## src/design/io_types_pkg.sv

```systemverilog
`default_nettype none

//////////////////////////////////////////////////
// Bus types shared by controller and targets
//////////////////////////////////////////////////

package io_types_pkg;

	typedef logic [7:0]  io_data_t;
	typedef logic [11:0] io_port_t;
	typedef logic [2:0]  com1_ofs_t;

	// CPU side request
	typedef struct packed {
		io_port_t port;
		logic     write;
		io_data_t wdata;
	} io_req_t;

	// Read data that is zero for writes
	typedef struct packed {
		io_data_t rdata;
	} io_rsp_t;

	// Single cycle target strobes
	typedef struct packed {
		logic      com1_wr;
		logic      com1_rd;
		com1_ofs_t com1_ofs;
		logic      keyb_wr;
		logic      post_wr;
		io_data_t  wdata;
	} port_strobe_t;

	typedef enum logic [1:0] {
		BUS_IDLE,
		BUS_ACCESS,
		BUS_RESPOND
	} bus_state_t;

endpackage

`default_nettype wire

```

## src/design/io_map_pkg.sv

```systemverilog
`default_nettype none

//////////////////////////////////////////////////
// I/O port map of the system
//////////////////////////////////////////////////

package io_map_pkg;

	// Fixed ports
	localparam logic [11:0] PORT_KEYB_CTRL  = 12'h061;
	localparam logic [11:0] PORT_POST       = 12'h080;
	localparam logic [11:0] PORT_VGA_STATUS = 12'h3DA;

	// COM1 occupies 0x3F8..0x3FF
	localparam logic [11:0] PORT_COM1_BASE = 12'h3F8;

	// Register offsets inside the COM1 block
	localparam logic [2:0] COM1_OFS_DATA = 3'd0;
	localparam logic [2:0] COM1_OFS_MCR  = 3'd4;
	localparam logic [2:0] COM1_OFS_LSR  = 3'd5;

	// Serial mouse receive queue
	localparam integer     MOUSE_QUEUE_DEPTH = 6;
	// Ident byte "M" of a serial mouse
	localparam logic [7:0] MOUSE_ID_BYTE     = 8'h4D;

	// Floating bus value
	localparam logic [7:0] UNMAPPED_READ = 8'hFF;

	// Display status divider and its taps
	localparam integer DIV_WIDTH       = 21;
	localparam integer DIV_TAP_ENABLE  = 13;
	localparam integer DIV_TAP_RETRACE = 20;

	// One 595 frame of load, 8 pulses with gaps and latch
	localparam integer LED_FRAME_STEPS = 17;

endpackage

`default_nettype wire
```

## src/design/io_top.sv

```systemverilog
`default_nettype none

module io_top (
	input  wire                         clk,
	input  wire                         rst,
	input  wire                         req_valid,
	input  wire io_types_pkg::io_req_t  req,
	output logic                        req_ready,
	output logic                        rsp_valid,
	output io_types_pkg::io_rsp_t       rsp,
	input  wire                         rsp_ready,
	input  wire                         mouse_valid,
	input  wire io_types_pkg::io_data_t mouse_byte,
	output logic                        mouse_ready,
	output logic                        irq4,
	output logic                        clk595,
	output logic                        dat595,
	output logic                        lat595
);
	import io_types_pkg::*;

	port_strobe_t strobe;
	io_data_t     com1_rdata;
	io_data_t     keyb_ctrl;
	io_data_t     vga_status;
	io_data_t     post_code;

	//////////////////////////////////////////////////
	// Bus controller
	//////////////////////////////////////////////////

	io_bus_ctrl bus_ctrl_i (
		.clk        (clk),
		.rst        (rst),
		.req_valid  (req_valid),
		.req        (req),
		.req_ready  (req_ready),
		.rsp_valid  (rsp_valid),
		.rsp        (rsp),
		.rsp_ready  (rsp_ready),
		.strobe     (strobe),
		.com1_rdata (com1_rdata),
		.keyb_ctrl  (keyb_ctrl),
		.vga_status (vga_status),
		.post_code  (post_code)
	);

	//////////////////////////////////////////////////
	// Targets
	//////////////////////////////////////////////////

	// Serial mouse on COM1
	com1_mouse com1_i (
		.clk         (clk),
		.rst         (rst),
		.strobe      (strobe),
		.com1_rdata  (com1_rdata),
		.mouse_valid (mouse_valid),
		.mouse_byte  (mouse_byte),
		.mouse_ready (mouse_ready),
		.irq4        (irq4)
	);

	system_ports sys_i (
		.clk        (clk),
		.rst        (rst),
		.strobe     (strobe),
		.keyb_ctrl  (keyb_ctrl),
		.vga_status (vga_status),
		.post_code  (post_code)
	);

	// POST code out to the 595 LED chain
	led_shifter led_i (
		.clk       (clk),
		.rst       (rst),
		.post_code (post_code),
		.clk595    (clk595),
		.dat595    (dat595),
		.lat595    (lat595)
	);

endmodule

`default_nettype wire

```

## src/design/led_shifter.sv

```systemverilog
`default_nettype none

module led_shifter (
	input  wire                         clk,
	input  wire                         rst,
	input  wire io_types_pkg::io_data_t post_code,
	output logic                        clk595,
	output logic                        dat595,
	output logic                        lat595
);
	import io_types_pkg::*;
	import io_map_pkg::*;

	// One hot frame position
	logic [LED_FRAME_STEPS - 1:0] step;
	io_data_t                     shift_q;
	logic                         pulse;

	// Odd steps 1..15 give the eight clock pulses
	always_comb
	begin
		pulse = 1'b0;
		for (int i = 1; i < LED_FRAME_STEPS - 1; i += 2)
			pulse = pulse | step[i];
	end

	// MSB first
	assign dat595 = shift_q[7];

	//////////////////////////////////////////////////
	// Frame sequencer
	//////////////////////////////////////////////////

	always_ff @(posedge clk)
	begin
		if (rst)
		begin
			step   <= {{(LED_FRAME_STEPS - 1){1'b0}}, 1'b1};
			clk595 <= 1'b0;
			lat595 <= 1'b0;
		end
		else
		begin
			step   <= {step[LED_FRAME_STEPS - 2:0], step[LED_FRAME_STEPS - 1]};
			clk595 <= pulse;
			// Latch right after the last bit
			lat595 <= step[LED_FRAME_STEPS - 1];
		end
	end

	// Shift one cycle after each rising clk595
	always_ff @(posedge clk)
	begin
		if (step[0])
			// LEDs are active low
			shift_q <= ~post_code;
		else if (clk595)
			shift_q <= {shift_q[6:0], 1'b0};
	end

endmodule

`default_nettype wire

```

## src/design/system_ports.sv

```systemverilog
`default_nettype none

module system_ports (
	input  wire                             clk,
	input  wire                             rst,
	input  wire io_types_pkg::port_strobe_t strobe,
	output io_types_pkg::io_data_t          keyb_ctrl,
	output io_types_pkg::io_data_t          vga_status,
	output io_types_pkg::io_data_t          post_code
);
	import io_map_pkg::*;

	// Free running with only two taps in use
	logic [DIV_WIDTH - 1:0] div;

	//////////////////////////////////////////////////
	// Port 0x061, port 0x080 and the divider
	//////////////////////////////////////////////////

	always_ff @(posedge clk)
	begin
		if (rst)
		begin
			keyb_ctrl <= 8'h00;
			post_code <= 8'h00;
			div       <= '0;
		end
		else
		begin
			div <= div + 1'b1;

			// Plain read back register
			if (strobe.keyb_wr)
				keyb_ctrl <= strobe.wdata;

			// Last POST code for the LEDs
			if (strobe.post_wr)
				post_code <= strobe.wdata;
		end
	end

	// Bit 3 vertical retrace, bit 0 display enable
	assign vga_status = {4'h0, div[DIV_TAP_RETRACE], 2'b00, div[DIV_TAP_ENABLE]};

endmodule

`default_nettype wire

```

## src/design/com1_mouse.sv

```systemverilog
`default_nettype none

module com1_mouse (
	input  wire                             clk,
	input  wire                             rst,
	input  wire io_types_pkg::port_strobe_t strobe,
	output io_types_pkg::io_data_t          com1_rdata,
	input  wire                             mouse_valid,
	input  wire io_types_pkg::io_data_t     mouse_byte,
	output logic                            mouse_ready,
	output logic                            irq4
);
	import io_types_pkg::*;
	import io_map_pkg::*;

	// Queue fill level from 0 up to the depth
	typedef logic [$clog2(MOUSE_QUEUE_DEPTH + 1) - 1:0] fill_t;

	// Head of the queue sits in entry 0
	io_data_t queue [MOUSE_QUEUE_DEPTH];
	fill_t    fill;
	// Offsets 1..7 as offset 0 is the data port
	io_data_t regs [1:7];
	logic     not_empty;
	logic     pop;
	logic     reload;
	logic     push;

	assign not_empty = (fill != '0);
	assign pop       = strobe.com1_rd && (strobe.com1_ofs == COM1_OFS_DATA);
	assign reload    = strobe.com1_wr && (strobe.com1_ofs == COM1_OFS_MCR);

	// CPU access wins over the mouse stream
	assign mouse_ready = (fill != fill_t'(MOUSE_QUEUE_DEPTH)) && !pop && !reload;
	assign push        = mouse_valid && mouse_ready;

	//////////////////////////////////////////////////
	// Receive queue storage
	//////////////////////////////////////////////////

	always_ff @(posedge clk)
	begin
		if (reload)
		begin
			// Driver probe gets ident bytes back
			for (int i = 0; i < MOUSE_QUEUE_DEPTH; i++)
				queue[i] <= MOUSE_ID_BYTE;
		end
		else if (push)
			queue[fill] <= mouse_byte;
		else if (pop)
		begin
			// Shift towards the head
			for (int i = 0; i < MOUSE_QUEUE_DEPTH - 1; i++)
				queue[i] <= queue[i + 1];
		end
	end

	//////////////////////////////////////////////////
	// Fill level, registers and interrupt
	//////////////////////////////////////////////////

	always_ff @(posedge clk)
	begin
		if (rst)
		begin
			fill <= '0;
			irq4 <= 1'b0;
			for (int i = 1; i <= 7; i++)
				regs[i] <= '0;
		end
		else
		begin
			// Follows the queue a cycle late
			irq4 <= not_empty;

			if (reload)
				fill <= fill_t'(MOUSE_QUEUE_DEPTH);
			else if (push)
				fill <= fill + fill_t'(1);
			else if (pop && not_empty)
				fill <= fill - fill_t'(1);

			// Data port writes go nowhere without a transmitter
			if (strobe.com1_wr && (strobe.com1_ofs != COM1_OFS_DATA))
				regs[strobe.com1_ofs] <= strobe.wdata;
		end
	end

	// Read mux showing the head before the pop
	always_comb
	begin
		case (strobe.com1_ofs)
			COM1_OFS_DATA:
				com1_rdata = not_empty ? queue[0] : 8'h00;
			COM1_OFS_LSR:
				// Bit 0 is data ready
				com1_rdata = {regs[COM1_OFS_LSR][7:1], not_empty};
			default:
				com1_rdata = regs[strobe.com1_ofs];
		endcase
	end

endmodule

`default_nettype wire

```

## src/design/io_bus_ctrl.sv

```systemverilog
`default_nettype none

module io_bus_ctrl (
	input  wire                         clk,
	input  wire                         rst,
	input  wire                         req_valid,
	input  wire io_types_pkg::io_req_t  req,
	output logic                        req_ready,
	output logic                        rsp_valid,
	output io_types_pkg::io_rsp_t       rsp,
	input  wire                         rsp_ready,
	output io_types_pkg::port_strobe_t  strobe,
	input  wire io_types_pkg::io_data_t com1_rdata,
	input  wire io_types_pkg::io_data_t keyb_ctrl,
	input  wire io_types_pkg::io_data_t vga_status,
	input  wire io_types_pkg::io_data_t post_code
);
	import io_types_pkg::*;
	import io_map_pkg::*;

	bus_state_t state;
	io_req_t    req_q;
	logic       access;
	logic       hit_com1;
	logic       hit_keyb;
	logic       hit_post;
	logic       hit_vga;
	io_data_t   rd_sel;

	// One transaction in flight
	assign req_ready = (state == BUS_IDLE);
	assign rsp_valid = (state == BUS_RESPOND);
	assign access    = (state == BUS_ACCESS);

	//////////////////////////////////////////////////
	// Decode of the registered port
	//////////////////////////////////////////////////

	always_comb
	begin
		// COM1 matches on the upper nine bits
		hit_com1 = (req_q.port[11:3] == PORT_COM1_BASE[11:3]);
		hit_keyb = (req_q.port == PORT_KEYB_CTRL);
		hit_post = (req_q.port == PORT_POST);
		hit_vga  = (req_q.port == PORT_VGA_STATUS);
	end

	// Read data of the decoded target
	always_comb
	begin
		if (hit_com1)
			rd_sel = com1_rdata;
		else if (hit_keyb)
			rd_sel = keyb_ctrl;
		else if (hit_post)
			rd_sel = post_code;
		else if (hit_vga)
			rd_sel = vga_status;
		else
			rd_sel = UNMAPPED_READ;
	end

	// Strobes live only in the access cycle
	always_comb
	begin
		strobe.com1_wr  = access && req_q.write && hit_com1;
		strobe.com1_rd  = access && !req_q.write && hit_com1;
		strobe.com1_ofs = com1_ofs_t'(req_q.port[2:0]);
		strobe.keyb_wr  = access && req_q.write && hit_keyb;
		strobe.post_wr  = access && req_q.write && hit_post;
		strobe.wdata    = req_q.wdata;
	end

	//////////////////////////////////////////////////
	// Handshake FSM
	//////////////////////////////////////////////////

	always_ff @(posedge clk)
	begin
		if (rst)
			state <= BUS_IDLE;
		else
		begin
			case (state)
				BUS_IDLE:
					if (req_valid)
						state <= BUS_ACCESS;
				BUS_ACCESS:
					state <= BUS_RESPOND;
				BUS_RESPOND:
					// Hold the response until taken
					if (rsp_ready)
						state <= BUS_IDLE;
				default:
					state <= BUS_IDLE;
			endcase
		end
	end

	// Request capture and read data sample
	always_ff @(posedge clk)
	begin
		if (req_valid && req_ready)
			req_q <= req;
		if (access)
			rsp.rdata <= req_q.write ? 8'h00 : rd_sel;
	end

endmodule

`default_nettype wire

```

## config.mk

```make
export PLATFORM = sky130hd
export DESIGN_NAME = io_top
export DESIGN_NICKNAME = d
export VERILOG_FILES = /design/src/design/io_types_pkg.sv /design/src/design/io_map_pkg.sv /design/src/design/io_top.sv /design/src/design/led_shifter.sv /design/src/design/system_ports.sv /design/src/design/com1_mouse.sv /design/src/design/io_bus_ctrl.sv
export SDC_FILE = /design/constraint.sdc
export NUM_CORES = 1
export LEC_CHECK = 0
export ABC_AREA = 1
export BUFFER_PORTS_ARGS = -buffer_cell sky130_fd_sc_hd__buf_2
export CAP_MARGIN = 20
export CORE_UTILIZATION = 27
export CTS_CLUSTER_DIAMETER = 40
export DETAILED_ROUTE_END_ITERATION = 10
export GPL_TIMING_DRIVEN = 1
export MAX_ROUTING_LAYER = met4
export SYNTH_ARGS = -nofsm -noshare
export SYNTH_HDL_FRONTEND = slang
export SYNTH_SLANG_ARGS = --single-unit
```

## constraint.sdc

```tcl
create_clock -name clk -period 6.3 [get_ports clk]
set_input_delay 0.315 -clock clk [delete_from_list [all_inputs] [get_ports clk]]
set_output_delay 0.315 -clock clk [all_outputs]
set_load 0.02 [all_outputs]
```

* Word level (Yosys, flattened, before mapping) *
Memory sizes are Yosys's and may differ from the RTL's. A register that Yosys moved wholly into a read port is not among the register bits.
Cells that the tools add are included.

word-level totals
  bits in writable memories = 104
  memories kept = 2
  memory bits (read-only) = 0
  output and inout port bits = 15
  input bits = 34
  latch bits = 0
  register bits after elaboration = 99

memory list
  memory        words  width  rd ports  clocked after memory_dff  write ports  RTL line          source
  com1_i.regs   7      8      2         1                         7            com1_mouse.sv:23  io_data_t regs [1:7];
  com1_i.queue  6      8      6         0                         6            com1_mouse.sv:20  io_data_t queue [MOUSE_QUEUE_DEPTH];

cells by class
  magnitude comparators = 0
  eq/ne operators = 11
  multiplexer cells = 40
  reduce and logical (&&, ||, !) cells = 28
  $add $sub $neg = 3
  div/mod/pow operators = 0
  bitwise gates (word level) = 13
  shifts and indexed selects = 0
  multiply operators = 0

operators by type and width
  kind                                                                 count
  8-bit 2-to-1 mux                                                     14
  21-bit by 1-bit adder with 21-bit output (second input constant)     1
  3-bit 2-to-1 mux                                                     6
  1-bit 2-to-1 mux                                                     16
  8-bit one-hot mux with 2 select lines                                1
  8-bit OR reduction                                                   2
  1-bit logical AND                                                    14
  12-bit by 10-bit == test with 1-bit output (second input constant)   1
  12-bit by 7-bit == test with 1-bit output (second input constant)    1
  12-bit by 8-bit == test with 1-bit output (second input constant)    1
  1-bit bitwise OR                                                     12
  9-bit by 7-bit == test with 1-bit output (second input constant)     1
  3-bit nonzero test                                                   3
  8-bit inverter                                                       1
  3-bit == test (second input constant)                                2
  2-bit one-hot mux with 3 select lines                                1
  2-bit 2-to-1 mux                                                     2
  2-bit nonzero test                                                   2
  3-bit by 1-bit adder with 3-bit output (second input constant)       1
  1-bit logical NOT                                                    3
  3-bit logical NOT                                                    1
  3-bit != test (second input constant)                                1
  3-bit by 1-bit subtractor with 3-bit output (second input constant)  1
  2-bit by 1-bit == test with 1-bit output (second input constant)     1
  other kinds (6)                                                      6

* Depth between registers and ports, before layout *
Gate-level depths: netlist of the first run.

  depth after elaboration = 13
  mapped depth = 14

* Modules after synthesis *
From an unflattened synthesis of the first run, not the netlist that was laid out.

second synthesis, totals
  cells, all modules = 946
  area total of the unflattened synthesis = 9,093.7 um^2

by module, submodules not included
  module        cells an instance  area each (um^2)  seq. area each (um^2)  times used
  com1_mouse    452                4,804.6           3,173.0                1
  io_bus_ctrl   179                1,690.4           910.9                  1
  system_ports  226                1,676.6           740.7                  1
  led_shifter   89                 922.1             620.6                  1

* Least setup slack after synthesis of the first run *
Ideal clock, no wire load.

  path type = register to register
  start = reg bus_ctrl_i.req_q[8] (netlist name)
  end = reg com1_i.fill[1]
  slack = 4,235 ps
  buffers on the path = 0
  arrival time = 1,933 ps
  stages on the path, launching flop included = 9
  data required time = 6,168 ps
  path through = edfxtp_1 > inv_2 > nor2_1 > nand4_2 > nand4_4 > fa_1 > or2_2 > nand2_1 > a21oi_1

on the way
  longest elaborated chain between the ends = 10

RTL lines
  element                          RTL line            source
  from (decl)                      io_bus_ctrl.sv:22   io_req_t req_q;
  from (signal assigned)           io_bus_ctrl.sv:104  req_q <= req;
  1-bit logical NOT                io_bus_ctrl.sv:67   strobe.com1_rd = access && !req_q.write && hit_com1;
  1-bit logical AND (2 in series)  io_bus_ctrl.sv:67
  1-bit logical AND                com1_mouse.sv:30    assign pop = strobe.com1_rd && (strobe.com1_ofs == COM1_OFS_DATA);
  1-bit logical NOT                com1_mouse.sv:34    assign mouse_ready = (fill != fill_t'(MOUSE_QUEUE_DEPTH)) && !pop && !reload;
  1-bit logical AND (2 in series)  com1_mouse.sv:34
  1-bit logical AND                com1_mouse.sv:35    assign push = mouse_valid && mouse_ready;
  3-bit 2-to-1 mux                 com1_mouse.sv:79    else if (push)
  3-bit 2-to-1 mux                 com1_mouse.sv:77    if (reload)
  to (signal assigned)             com1_mouse.sv:78    fill <= fill_t'(MOUSE_QUEUE_DEPTH);
  to (signal assigned)             com1_mouse.sv:80    fill <= fill + fill_t'(1);
  to (signal assigned)             com1_mouse.sv:82    fill <= fill - fill_t'(1);
  to (decl)                        com1_mouse.sv:21    fill_t fill;

Several ways; a longest one is shown, not always the timed one.
A chain may end at the register's enable or synchronous reset.

==> insert_results.sql, run 1 <==
INSERT INTO impl_metrics (metric_group, metric, value, unit) VALUES
('layout', 'share_of_final_layout_standard_cells_stronger_than_drive_strength_1', '12.99', '%'),
('critical_path', 'reg2regPathDepth', '7', ''),
('synth', 'syn_inst', '916', ''),
('die', 'die_w', '185.0', 'µm'),
('die', 'core_region_area', '32700', 'µm²'),
('grt', 'grt_start_max_net_pins', '38', ''),
('place', 'numPlacedInstances', '1385', ''),
('critical_path', 'regToRegSetupSlack', '3770', 'ps'),
('synth', 'netlist_area', '9039', 'µm²'),
('place', 'place.port_buffers', '48', ''),
('run_status', 'outcome', 'completed', ''),
('die', 'dieArea', '34210', 'µm²'),
('sta', 'clock-skew-final', '12.84', 'ps'),
('detailed_routing', 'remaining_design_rule_violation_count', '0', ''),
('die', 'num_io_pins', '49', ''),
('die', 'floorplan.die.height', '185.0', 'µm'),
('synth', 'synth-seq-area-share', '63.90', '%'),
('synth', 'post_synth.cell_area_avg', '9.868', 'µm²'),
('critical_path', 'crit_path_max_incr_delay', '410', 'ps'),
('sta', 'timing_max_transition_violations_final', '0', ''),
('clock_tree', 'clock_root_buffer', 'sky130_fd_sc_hd__clkbuf_16', ''),
('power', 'ir_worst_vdd', '160.5', 'µV'),
('clock_tree', 'cts_tree', 'yes', ''),
('detailed_routing', 'route.antenna.remaining_nets', '0', ''),
('synth', 'postSynth.topFlopCell', 'sky130_fd_sc_hd__edfxtp_1', ''),
('place', 'dp.final_hpwl', '15.13', 'mm'),
('critical_path', 'critical_path_arrival', '2690', 'ps'),
('synth', 'async_flop_share', '0', '%'),
('sta', 'final.setup.tns', '0', 'ps'),
('grt', 'groute.usage.overall', '13.46', '%'),
('grt', 'first_pass_grt_wire_length', '34.53', 'mm'),
('grt', 'total_grt_overflow', '0', ''),
('critical_path', 'critPathKind', 'register to register', ''),
('flow_run', 'maxCapViolations', '0', ''),
('sta', 'finalSetupViolations', '0', ''),
('sta', 'timing.fmax', '0.3955', 'GHz'),
('die', 'std_cell_rows', '66', ''),
('clock_tree', 'cts.reportedPaths.clkPinSlew', '50', 'ps'),
('worst_hold_path', 'min_delay_path_depth', '1', ''),
('critical_path', 'crit_path_end_kind', 'register', ''),
('detailed_routing', 'via_count', '6609', ''),
('die', 'start_util', '27.64', '%'),
('layout', 'instances_no_fill', '1458', ''),
('synth', 'synth-edff-count', '149', ''),
('grt', 'antenna_violations_before_repair', '0', ''),
('critical_path', 'cp_data_required_time', '6460', 'ps'),
('sta', 'timing.final.ws_setup', '3771', 'ps'),
('clock_tree', 'clock-sinks', '214', ''),
('power', 'totalPowerFinal', '3.700', 'mW'),
('layout', 'multiInputGateArea', '2765', 'µm²'),
('detailed_routing', 'dr.pass1.iters', '7', ''),
('critical_path', 'worstReg2RegStart', 'bus_ctrl_i.state[1]', ''),
('worst_hold_path', 'destination_of_the_worst_hold_path', 'bus_ctrl_i.strobe[2]', ''),
('layout', 'area_growth_syn_to_layout', '21.76', '%'),
('clock_tree', 'worstSkewPairLatency', '500', 'ps'),
('layout', 'layout.nets', '1026', ''),
('sta', 'max-slew-margin-rel', '37.67', '%'),
('power', 'p_per_area', '336.2', 'nW/µm²'),
('critical_path', 'crit_fanout', '12', ''),
('detailed_routing', 'wirelength', '21.75', 'mm'),
('power', 'p_leak', '4.157', 'nW'),
('critical_path', 'crit-reg2reg-capture', 'com1_i.regs[2][7]', ''),
('layout', 'final-seq-area', '5776', 'µm²'),
('clock_tree', 'post_cts_resize_count', '0', ''),
('sta', 'timing_worst_slew_pin_value', '933.7', 'ps'),
('layout', 'num-fill-cells', '3374', ''),
('worst_hold_path', 'min_from', 'req[2]', ''),
('place', 'total_cell_area_at_the_placement_stage', '9724', 'µm²'),
('synth', 'postSynthRegisterBits', '214', ''),
('grt', 'grt_pass1_vias', '6303', ''),
('place', 'finalWeightedCongestion', '0.9203', '');
==> worst max-delay path by stage <==
| stage | startpoint | end | depth (start not counted) |
|---|---|---|---|
| 6_report | bus_ctrl_i.state[1] | com1_i.regs[2][7] | 7 |
| 5_1_grt | bus_ctrl_i.req_q[12] | com1_i.regs[2][0] | 8 |
| 4_1_cts | bus_ctrl_i.state[1] | com1_i.regs[2][0] | 7 |
| 3_5_place_dp | bus_ctrl_i.state[1] | com1_i.regs[2][3] | 7 |
| 3_3_place_gp | bus_ctrl_i.state[1] | com1_i.regs[2][4] | 7 |
| 2_1_floorplan | bus_ctrl_i.req_q[8] | com1_i.fill[1] | 8 |
==> worst max-delay path: cells and delay by family, from the launching register on <==
family / cells / cell delay, ps
simple gates: 5 / 1400
buf+inv: 2 / 480
flops: 1 / 300
==> layer usage <==
layer | wire length (µm) | track usage [%]
met1 | 10420 | 18.58
met2 | 9067 | 18.95
met3 | 1905 | 4.050
met4 | 358 | 3.636
met5 | 0 | -
==> what timing repair did <==
item | 4_1_cts | 5_1_grt
buffers inserted | 0 | 0
setup endpoints to repair | 0 | 0
hold buffers | 6 | 2
endpoints found under the hold margin | 6 | 2
==> logic make-up after synthesis <==
family	share of synthesized area (%)
AO/OA/AOI/OAI	12.25
buffers and inverters	5.800
other	0.04149
flip-flops	63.90
AND/OR/NAND/NOR	17.17
XOR/XNOR	0.4845
adder cells (fa/ha/maj)	0.3599
==> layout make-up <==
class / instances / share of cell area (%)
repair buffers: 59 / 3.297
clock buffers: 40 / 8.697
clock inverters: 24 / 1.967
flip-flops and latches: 214 / 52.48
well taps: 442 / 5.025
multi-input cells: 579 / 25.12
inverters: 100 / 3.411
==> sequential cells by signal, summed over array words and instances, names as in the netlist, named ones only <==
register and count:
com1_i.irq4 1, com1_i.queue 48, led_i.clk595 1, bus_ctrl_i.req_q 10, com1_i.fill 3, led_i.lat595 1
bus_ctrl_i.rsp 8, sys_i.div 21, sys_i.keyb_ctrl 8, bus_ctrl_i.strobe 11, bus_ctrl_i.state 2, sys_i.post_code 8
led_i.shift_q 8, com1_i.regs 64, led_i.step 17
==> where the power goes <==
part	total, mW	switching, mW	internal (mW)
clock network	1.87	0.713	1.16
registers	1.60	0.0336	1.56
logic	0.230	0.165	0.0648
total	3.70	0.912	2.79
==> cell usage in the layout, fill, tap and decap left out, types with 3 or more instances in the layout <==
master,Yosys,routed
sky130_fd_sc_hd__nor2_1,180,180
sky130_fd_sc_hd__edfxtp_1,149,149
sky130_fd_sc_hd__o21ai_0,147,147
sky130_fd_sc_hd__nand2_1,115,115
sky130_fd_sc_hd__inv_1,97,97
sky130_fd_sc_hd__dfxtp_1,65,65
sky130_fd_sc_hd__buf_2,2,48
sky130_fd_sc_hd__clkbuf_16,0,37
sky130_fd_sc_hd__a21oi_1,29,29
sky130_fd_sc_hd__nand3_1,19,19
sky130_fd_sc_hd__o211ai_1,15,15
sky130_fd_sc_hd__nand4_1,11,11
sky130_fd_sc_hd__inv_6,0,9
sky130_fd_sc_hd__nor3_1,8,8
sky130_fd_sc_hd__conb_1,1,8
sky130_fd_sc_hd__dlygate4sd3_1,0,8
sky130_fd_sc_hd__a221oi_1,6,6
sky130_fd_sc_hd__nor4_1,5,5
sky130_fd_sc_hd__nand3_2,5,5
sky130_fd_sc_hd__or2_2,4,4
sky130_fd_sc_hd__xor2_1,4,4
sky130_fd_sc_hd__inv_2,3,3
sky130_fd_sc_hd__clkinvlp_4,0,3
sky130_fd_sc_hd__clkinv_1,0,3
sky130_fd_sc_hd__clkinv_4,0,3
sky130_fd_sc_hd__clkinv_2,0,3
==> cell usage after synthesis (4+ instances only) <==
library cell / n / area share (%)
sky130_fd_sc_hd__nor2_1: 180 / 7.5
sky130_fd_sc_hd__edfxtp_1: 149 / 50
sky130_fd_sc_hd__o21ai_0: 147 / 8.1
sky130_fd_sc_hd__nand2_1: 115 / 4.8
sky130_fd_sc_hd__inv_1: 97 / 4.0
sky130_fd_sc_hd__dfxtp_1: 65 / 14
sky130_fd_sc_hd__a21oi_1: 29 / 1.6
sky130_fd_sc_hd__clkbuf_1: 22 / 0.91
sky130_fd_sc_hd__nand3_1: 19 / 1.1
sky130_fd_sc_hd__o211ai_1: 15 / 1.2
sky130_fd_sc_hd__nand4_1: 11 / 0.76
sky130_fd_sc_hd__nor3_1: 8 / 0.44
sky130_fd_sc_hd__a221oi_1: 6 / 0.58
sky130_fd_sc_hd__nand3_2: 5 / 0.55
sky130_fd_sc_hd__nor4_1: 5 / 0.35
sky130_fd_sc_hd__buf_6: 4 / 0.50
sky130_fd_sc_hd__or2_2: 4 / 0.28
sky130_fd_sc_hd__xor2_1: 4 / 0.39
==> stage by stage <==
stage,util [%],hold WS [ps]
after floorplan,-,388.3
after global placement,29.74,391.4
after detailed placement,29.74,397.4
after CTS,33.51,2.762
after global routing,33.65,0.3567
final,33.65,7.804
(Power assumes the default switching activity.)
==> inputs of run 2 (changes only) <==
--- a/config.mk
+++ b/config.mk
@@ -5,7 +5,7 @@
 export SDC_FILE = /design/constraint.sdc
 export NUM_CORES = 1
 export LEC_CHECK = 0
-export ABC_AREA = 1
+export ABC_AREA = 0
 export BUFFER_PORTS_ARGS = -buffer_cell sky130_fd_sc_hd__buf_2
 export CAP_MARGIN = 20
 export CORE_UTILIZATION = 27
==> constraint.sdc (replaced) <==
create_clock -name clk -period 2.25 [get_ports clk]
set_input_delay 0.1125 -clock clk [delete_from_list [all_inputs] [get_ports clk]]
set_output_delay 0.1125 -clock clk [all_outputs]
set_load 0.02 [all_outputs]
==> insert_results.sql, run 2 <==
INSERT INTO impl_metrics (metric_group, metric, value, unit) VALUES
('critical_path', 'cp_data_required_time', '2670', 'ps'),
('layout', 'regMostFlops', 'com1_i.regs', ''),
('clock_tree', 'ctsHtreeMaxLevel', '1', ''),
('clock_tree', 'clock_root_buffer', 'sky130_fd_sc_hd__clkbuf_16', ''),
('worst_hold_path', 'worst_hold_path_type', 'input pin to register', ''),
('sta', 'clock-skew-final', '22.02', 'ps'),
('detailed_routing', 'viasPerCell', '4.440', ''),
('power', 'p_leak', '4.363', 'nW'),
('critical_path', 'critPathKind', 'register to register', ''),
('layout', 'final_common_cell', 'sky130_fd_sc_hd__edfxtp_1', ''),
('sta', 'final_hold_violation_count', '0', ''),
('detailed_routing', 'via_count', '5710', ''),
('layout', 'share_of_final_layout_standard_cells_stronger_than_drive_strength_1', '24.05', '%'),
('grt', 'groute.usage.overall', '12.48', '%'),
('die', 'dieArea', '33880', 'µm²'),
('place', 'numPlacedInstances', '1196', ''),
('sta', 'timing_worst_slew_pin_value', '566.4', 'ps'),
('critical_path', 'crit_path_end_kind', 'register', ''),
('sta', 'finalSetupViolations', '2', ''),
('critical_path', 'critical_path_arrival', '2800', 'ps'),
('sta', 'period_utilization', '105.7', '%'),
('sta', 'timing.final.ws_setup', '-128.8', 'ps'),
('layout', 'final_cell_mix', '149 x sky130_fd_sc_hd__edfxtp_1, 66 x sky130_fd_sc_hd__and2_1, 65 x sky130_fd_sc_hd__dfxtp_1', ''),
('die', 'start_util', '27.51', '%'),
('synth', 'synth_top_area_share', '49.99', '%'),
('synth', 'postSynthRegisterBits', '214', ''),
('clock_tree', 'tritoncts_buffers', '31', ''),
('place', 'finalWeightedCongestion', '0.8057', ''),
('layout', 'number_of_diodes', '0', ''),
('die', 'std_cell_rows', '66', ''),
('grt', 'antenna_violations_before_repair', '0', ''),
('detailed_routing', 'route.antenna.remaining_nets', '0', ''),
('layout', 'layout.nets', '855', ''),
('synth', 'library_cell_occupying_the_most_area_in_the_post_synthesis_netlist', 'sky130_fd_sc_hd__edfxtp_1', ''),
('place', 'dp.final_hpwl', '14.05', 'mm'),
('synth', 'post_synth.cell_area_avg', '13.26', 'µm²'),
('detailed_routing', 'wirelength', '20.08', 'mm'),
('synth', 'synth-seq-area-share', '64.53', '%'),
('clock_tree', 'worstSkewPairLatency', '550', 'ps'),
('detailed_routing', 'remaining_design_rule_violation_count', '0', ''),
('run_status', 'violations', 'setup timing', ''),
('clock_tree', 'clock-sinks', '214', ''),
('die', 'num_io_pins', '49', ''),
('clock_tree', 'cts.reportedPaths.clkPinSlew', '60', 'ps'),
('die', 'floorplan.die.height', '184.1', 'µm'),
('sta', 'rsz0062_at_grt', 'true', ''),
('critical_path', 'timing.critical_path.from_type', 'register', ''),
('synth', 'post_synth_most_frequent_cells', '149 x sky130_fd_sc_hd__edfxtp_1, 66 x sky130_fd_sc_hd__and2_1, 65 x sky130_fd_sc_hd__dfxtp_1', ''),
('critical_path', 'crit_path_max_incr_delay', '520', 'ps'),
('synth', 'syn_inst', '675', ''),
('detailed_routing', 'post_drt_wl_per_cell', '15.62', 'µm'),
('die', 'die_w', '184.1', 'µm'),
('run_status', 'outcome', 'finished with violations', ''),
('synth', 'netlist_area', '8950', 'µm²'),
('power', 'p_per_area', '861.4', 'nW/µm²'),
('synth', 'synth-edff-count', '149', ''),
('sta', 'timing_max_transition_violations_final', '0', ''),
('grt', 'grt_start_max_net_pins', '58', ''),
('grt', 'total_grt_overflow', '0', ''),
('synth', 'synthesis.yosys.warnings', '0', ''),
('power', 'totalPowerFinal', '9.888', 'mW'),
('sta', 'timing.fmax', '0.4204', 'GHz'),
('detailed_routing', 'initialDrtViolationCount', '286', ''),
('critical_path', 'crit_fanout', '2', ''),
('layout', 'instances_no_fill', '1286', ''),
('synth', 'synth.lib_cells_used.distinct', '55', ''),
('sta', 'period_needed', '2379', 'ps'),
('layout', 'final_util', '35.28', '%'),
('grt', 'grt_pass1_vias', '5784', ''),
('layout', 'area_growth_syn_to_layout', '28.25', '%'),
('detailed_routing', 'dr.pass1.iters', '4', ''),
('die', 'core_region_area', '32540', 'µm²'),
('synth', 'post-synth-top-count-cell', 'sky130_fd_sc_hd__edfxtp_1', ''),
('flow_run', 'maxCapViolations', '0', ''),
('place', 'place.port_buffers', '48', ''),
('sta', 'final.setup.tns', '-230.9', 'ps'),
('critical_path', 'cp_cell_sequence', 'nor4b_4 > or4b_4 > o211ai_4 > fa_1 > nand2b_1 > a21oi_1 > or3_1', ''),
('layout', 'num-fill-cells', '3162', ''),
('critical_path', 'crit_slowest_cell', 'sky130_fd_sc_hd__or4b_4', ''),
('clock_tree', 'cts_buffer_depth', '3', ''),
('grt', 'first_pass_grt_wire_length', '31.88', 'mm'),
('synth', 'postSynth.topFlopCell', 'sky130_fd_sc_hd__edfxtp_1', ''),
('clock_tree', 'cts_tree', 'yes', ''),
('power', 'ir_worst_vdd', '522.2', 'µV'),
('layout', 'biggestRegsByFlops', 'com1_i.regs: 64 flops, com1_i.queue: 48 flops, sys_i.div: 21 flops', ''),
('synth', 'yosys-top-cells-area', 'sky130_fd_sc_hd__edfxtp_1 50%, sky130_fd_sc_hd__dfxtp_1 15%, sky130_fd_sc_hd__and2_1 4.6%, sky130_fd_sc_hd__mux4_2 4.0%, sky130_fd_sc_hd__mux2i_1 2.6%', ''),
('layout', 'largest_reg_flops', '64', ''),
('sta', 'max-slew-margin-rel', '62.24', '%'),
('synth', 'async_flop_share', '0', '%');
## run 2: kinds of logic after synthesis
| family | after synthesis | synth area share [%] |
|---|---|---|
| xor gates and xnor gates | 17 | 1.664 |
| DFF | 214 | 64.53 |
| buffers and inverters | 43 | 1.957 |
| and+or+nand+nor | 262 | 16.38 |
| muxes | 41 | 6.850 |
| adders and majority gates | 2 | 0.3635 |
| other | 1 | 0.04190 |
| AOI/OAI and AO/OA | 95 | 8.207 |
## run 2: final cells by class
cell class	instances	area, µm²	share of cell area, %
Clock buffer	33	803.3	6.998
Clock inverter	25	246.5	2.147
Inverter	14	52.55	0.4578
Multi-Input combinational cell	425	3077	26.80
Sequential cell	214	5776	50.32
Tap cell	442	553.0	4.818
Timing Repair Buffer	133	970.9	8.459
## run 2: power breakdown
group          total [mW]  leakage (nW)  switching (mW)  internal (mW)
clock                4.80         0.514            1.83           2.96
sequential           4.44          1.99          0.0857           4.36
combinational       0.647          1.86           0.349          0.298
total                9.89          4.36            2.27           7.62
## run 2: metal layers
metal	vias up	global-route usage, %	wire, µm
met5	-	-	0
met4	0	3.800	437
met3	33	1.981	799
met2	94	20.50	9811
met1	2790	15.77	9034
li1	2793	-	-
## run 2: worst paths after layout
check | startpoint | endpoint | slack [ps] | depth (start not counted)
setup / recovery | bus_ctrl_i.strobe[10] | com1_i.fill[1] | -130 | 7
hold / removal | req_valid | bus_ctrl_i.strobe[12] | 150 | 2
setup reg to reg | bus_ctrl_i.strobe[10] | com1_i.fill[1] | -130 | 7
hold reg to reg | led_i.step[10] | led_i.step[11] | 430 | 1
## run 2: critical path: cells and delay by family, from the launching register on
kind	cells	cell delay (ps)
simple gates	4	1180
flops	1	430
fa+ha+maj	1	430
compound gates	2	230
## run 2: through the flow
stage | worst slack, ps | instance area, µm² | hold WS (ps)
finish | -128.8 | 11480 | 148.9
global placement | -104.5 | 10060 | 290.6
global route | -235.0 | 11480 | 154.3
detailed placement | -132.8 | 10060 | 290.6
floorplan | -219.2 | 8976 | 211.4
CTS | -143.8 | 11430 | 124.1
## run 2: timing repair
action / in CTS / in global routing
hold buffers: 32 / 0
endpoints found under the hold margin: 73 / 0
buffers inserted: 0 / 0
setup endpoints to repair: 6 / 48
pin swaps: 0 / 1
gates resized for setup: 1 / 10
==> inputs of run 3 (changes only) <==
==> constraint.sdc (replaced) <==
create_clock -name clk -period 2.1 [get_ports clk]
set_input_delay 0.105 -clock clk [delete_from_list [all_inputs] [get_ports clk]]
set_output_delay 0.105 -clock clk [all_outputs]
set_load 0.02 [all_outputs]
==> insert_results.sql, run 3 (synthesized netlist as in run 2, its figures left out) <==
INSERT INTO impl_metrics (metric_group, metric, value, unit) VALUES
('run_status', 'outcome', 'finished with violations', ''),
('run_status', 'violations', 'setup timing', ''),
('sta', 'hold_ws', '8.171', 'ps'),
('die', 'start_util', '27.51', '%'),
('clock_tree', 'cts_buffer_depth', '3', ''),
('place', 'dp.final_hpwl', '14.03', 'mm'),
('layout', 'final_cell_mix', '149 x sky130_fd_sc_hd__edfxtp_1, 65 x sky130_fd_sc_hd__dfxtp_1, 64 x sky130_fd_sc_hd__and2_1', ''),
('grt', 'grt_pass1_vias', '5820', ''),
('layout', 'number_of_diodes', '0', ''),
('detailed_routing', 'remaining_design_rule_violation_count', '0', ''),
('layout', 'num-fill-cells', '3175', ''),
('sta', 'timing.final.ws_setup', '-318.5', 'ps'),
('die', 'std_cell_rows', '66', ''),
('sta', 'timing.fmax', '0.4135', 'GHz'),
('clock_tree', 'tritoncts_buffers', '34', ''),
('layout', 'layout.nets', '867', ''),
('layout', 'largest_reg_flops', '64', ''),
('clock_tree', 'worstSkewPairLatency', '500', 'ps'),
('power', 'p_per_area', '996.9', 'nW/µm²'),
('sta', 'rsz0062_at_grt', 'true', ''),
('sta', 'finalSetupViolations', '36', ''),
('sta', 'period_needed', '2419', 'ps'),
('layout', 'biggestRegsByFlops', 'com1_i.regs: 64 flops, com1_i.queue: 48 flops, sys_i.div: 21 flops', ''),
('die', 'core_region_area', '32540', 'µm²'),
('sta', 'final.setup.tns', '-1778', 'ps'),
('grt', 'total_grt_overflow', '0', ''),
('critical_path', 'cp_cell_sequence', 'nor4b_4 > or4b_4 > o211ai_4 > fa_2 > nand2b_1 > a21oi_1 > or3_1', ''),
('critical_path', 'crit_fanout', '2', ''),
('critical_path', 'critical_path_arrival', '2790', 'ps'),
('sta', 'timing_max_transition_violations_final', '0', ''),
('clock_tree', 'ctsHtreeMaxLevel', '2', ''),
('layout', 'regMostFlops', 'com1_i.regs', ''),
('clock_tree', 'cts.reportedPaths.clkPinSlew', '50', 'ps'),
('place', 'finalWeightedCongestion', '0.8098', ''),
('critical_path', 'cp_data_required_time', '2470', 'ps'),
('die', 'floorplan.die.height', '184.1', 'µm'),
('critical_path', 'path_buf_inv', '0', ''),
('sta', 'period_utilization', '115.2', '%'),
('power', 'p_leak', '4.546', 'nW'),
('layout', 'share_of_final_layout_standard_cells_stronger_than_drive_strength_1', '26.87', '%'),
('worst_hold_path', 'worst_hold_path_type', 'input pin to register', ''),
('layout', 'area_growth_syn_to_layout', '32.27', '%'),
('grt', 'antenna_violations_before_repair', '0', ''),
('die', 'die_w', '184.1', 'µm'),
('power', 'ir_worst_vdd', '492.2', 'µV'),
('grt', 'first_pass_grt_wire_length', '31.83', 'mm'),
('die', 'num_io_pins', '49', ''),
('sta', 'clock-skew-final', '20.41', 'ps'),
('die', 'dieArea', '33880', 'µm²'),
('detailed_routing', 'via_count', '5725', ''),
('grt', 'grt_start_max_net_pins', '43', ''),
('critical_path', 'crit_slowest_cell', 'sky130_fd_sc_hd__or4b_4', ''),
('grt', 'groute.usage.overall', '12.60', '%'),
('detailed_routing', 'viasPerCell', '4.411', ''),
('critical_path', 'timing.critical_path.from_type', 'register', ''),
('sta', 'final_hold_violation_count', '0', ''),
('place', 'place.port_buffers', '48', ''),
('clock_tree', 'clock-sinks', '214', ''),
('detailed_routing', 'dr.pass1.iters', '5', ''),
('sta', 'timing_worst_slew_pin_value', '518.2', 'ps'),
('detailed_routing', 'post_drt_wl_per_cell', '15.66', 'µm'),
('detailed_routing', 'wirelength', '20.33', 'mm'),
('clock_tree', 'cts_tree', 'yes', ''),
('critical_path', 'crit_path_end_kind', 'register', ''),
('detailed_routing', 'route.antenna.remaining_nets', '0', ''),
('flow_run', 'maxCapViolations', '0', ''),
('critical_path', 'crit_path_max_incr_delay', '520', 'ps'),
('layout', 'final_util', '36.38', '%'),
('clock_tree', 'clock_root_buffer', 'sky130_fd_sc_hd__clkbuf_16', ''),
('critical_path', 'critPathKind', 'register to register', ''),
('layout', 'final_common_cell', 'sky130_fd_sc_hd__edfxtp_1', ''),
('critical_path', 'critical-path-top-delay-family', 'simple AND/OR/NAND/NOR gates', ''),
('sta', 'max-slew-margin-rel', '65.45', '%'),
('detailed_routing', 'initialDrtViolationCount', '351', '');
-- run 3: final cells by class --
| cell class | count | area, µm² | area share, % |
|---|---|---|---|
| multi-input cells | 425 | 3123 | 26.38 |
| flip-flops and latches | 214 | 5776 | 48.79 |
| clock inverters | 23 | 399.1 | 3.372 |
| repair buffers | 142 | 1047 | 8.847 |
| inverters | 14 | 52.55 | 0.4439 |
| well taps | 442 | 553.0 | 4.672 |
| clock buffers | 38 | 887.1 | 7.494 |
-- run 3: final timing paths --
check / from / to / slack (ps) / cells past startpoint
max: bus_ctrl_i.strobe[10] / com1_i.fill[1] / -320 / 7
min: mouse_byte[3] / com1_i.queue[5][3] / 8 / 2
max reg2reg: bus_ctrl_i.strobe[10] / com1_i.fill[1] / -320 / 7
min reg2reg: led_i.step[6] / led_i.step[7] / 440 / 1
-- run 3: repair_timing --
item                                    in CTS  in global routing
hold buffers                                26                  0
endpoints found under the setup margin      56                167
pin swaps                                    1                  8
endpoints found under the hold margin       32                  0
resized for setup                            6                 22
buffers inserted                             2                  7
-- run 3: worst register-to-register path: stages, from the launching register on --
cell and delay, ps:
sky130_fd_sc_hd__edfxtp_1 430, sky130_fd_sc_hd__nor4b_4 310, sky130_fd_sc_hd__or4b_4 520, sky130_fd_sc_hd__o211ai_4 190, sky130_fd_sc_hd__fa_2 450, sky130_fd_sc_hd__nand2b_1 70
sky130_fd_sc_hd__a21oi_1 30, sky130_fd_sc_hd__or3_1 300
-- run 3: power by group --
part | total (mW) | switching [mW] | internal [mW]
Clock | 6.32 | 2.01 | 4.31
Sequential | 4.76 | 0.0903 | 4.67
Combinational | 0.719 | 0.384 | 0.336
-- run 3: layer usage --
metal	vias up	track usage [%]	routed length (µm)
met4	0	3.633	343
met5	-	-	0
met2	118	21.15	10190
met3	37	2.338	913
met1	2760	15.41	8881
li1	2810	-	-
-- run 3: per-stage QoR --
| stage | worst slack (ps) | power, mW | instance area, µm² | cells |
|---|---|---|---|---|
| final | -318.5 | 11.80 | 11840 | 1298 |
| after global routing | -404.3 | 12.15 | 11840 | 1298 |
| after CTS | -314.1 | 11.90 | 11710 | 1292 |
| after detailed placement | -308.6 | 5.512 | 10120 | 1203 |
| after global placement | -241.5 | 5.500 | 10120 | 1203 |
| after floorplan | -369.2 | 5.201 | 8976 | 682 |
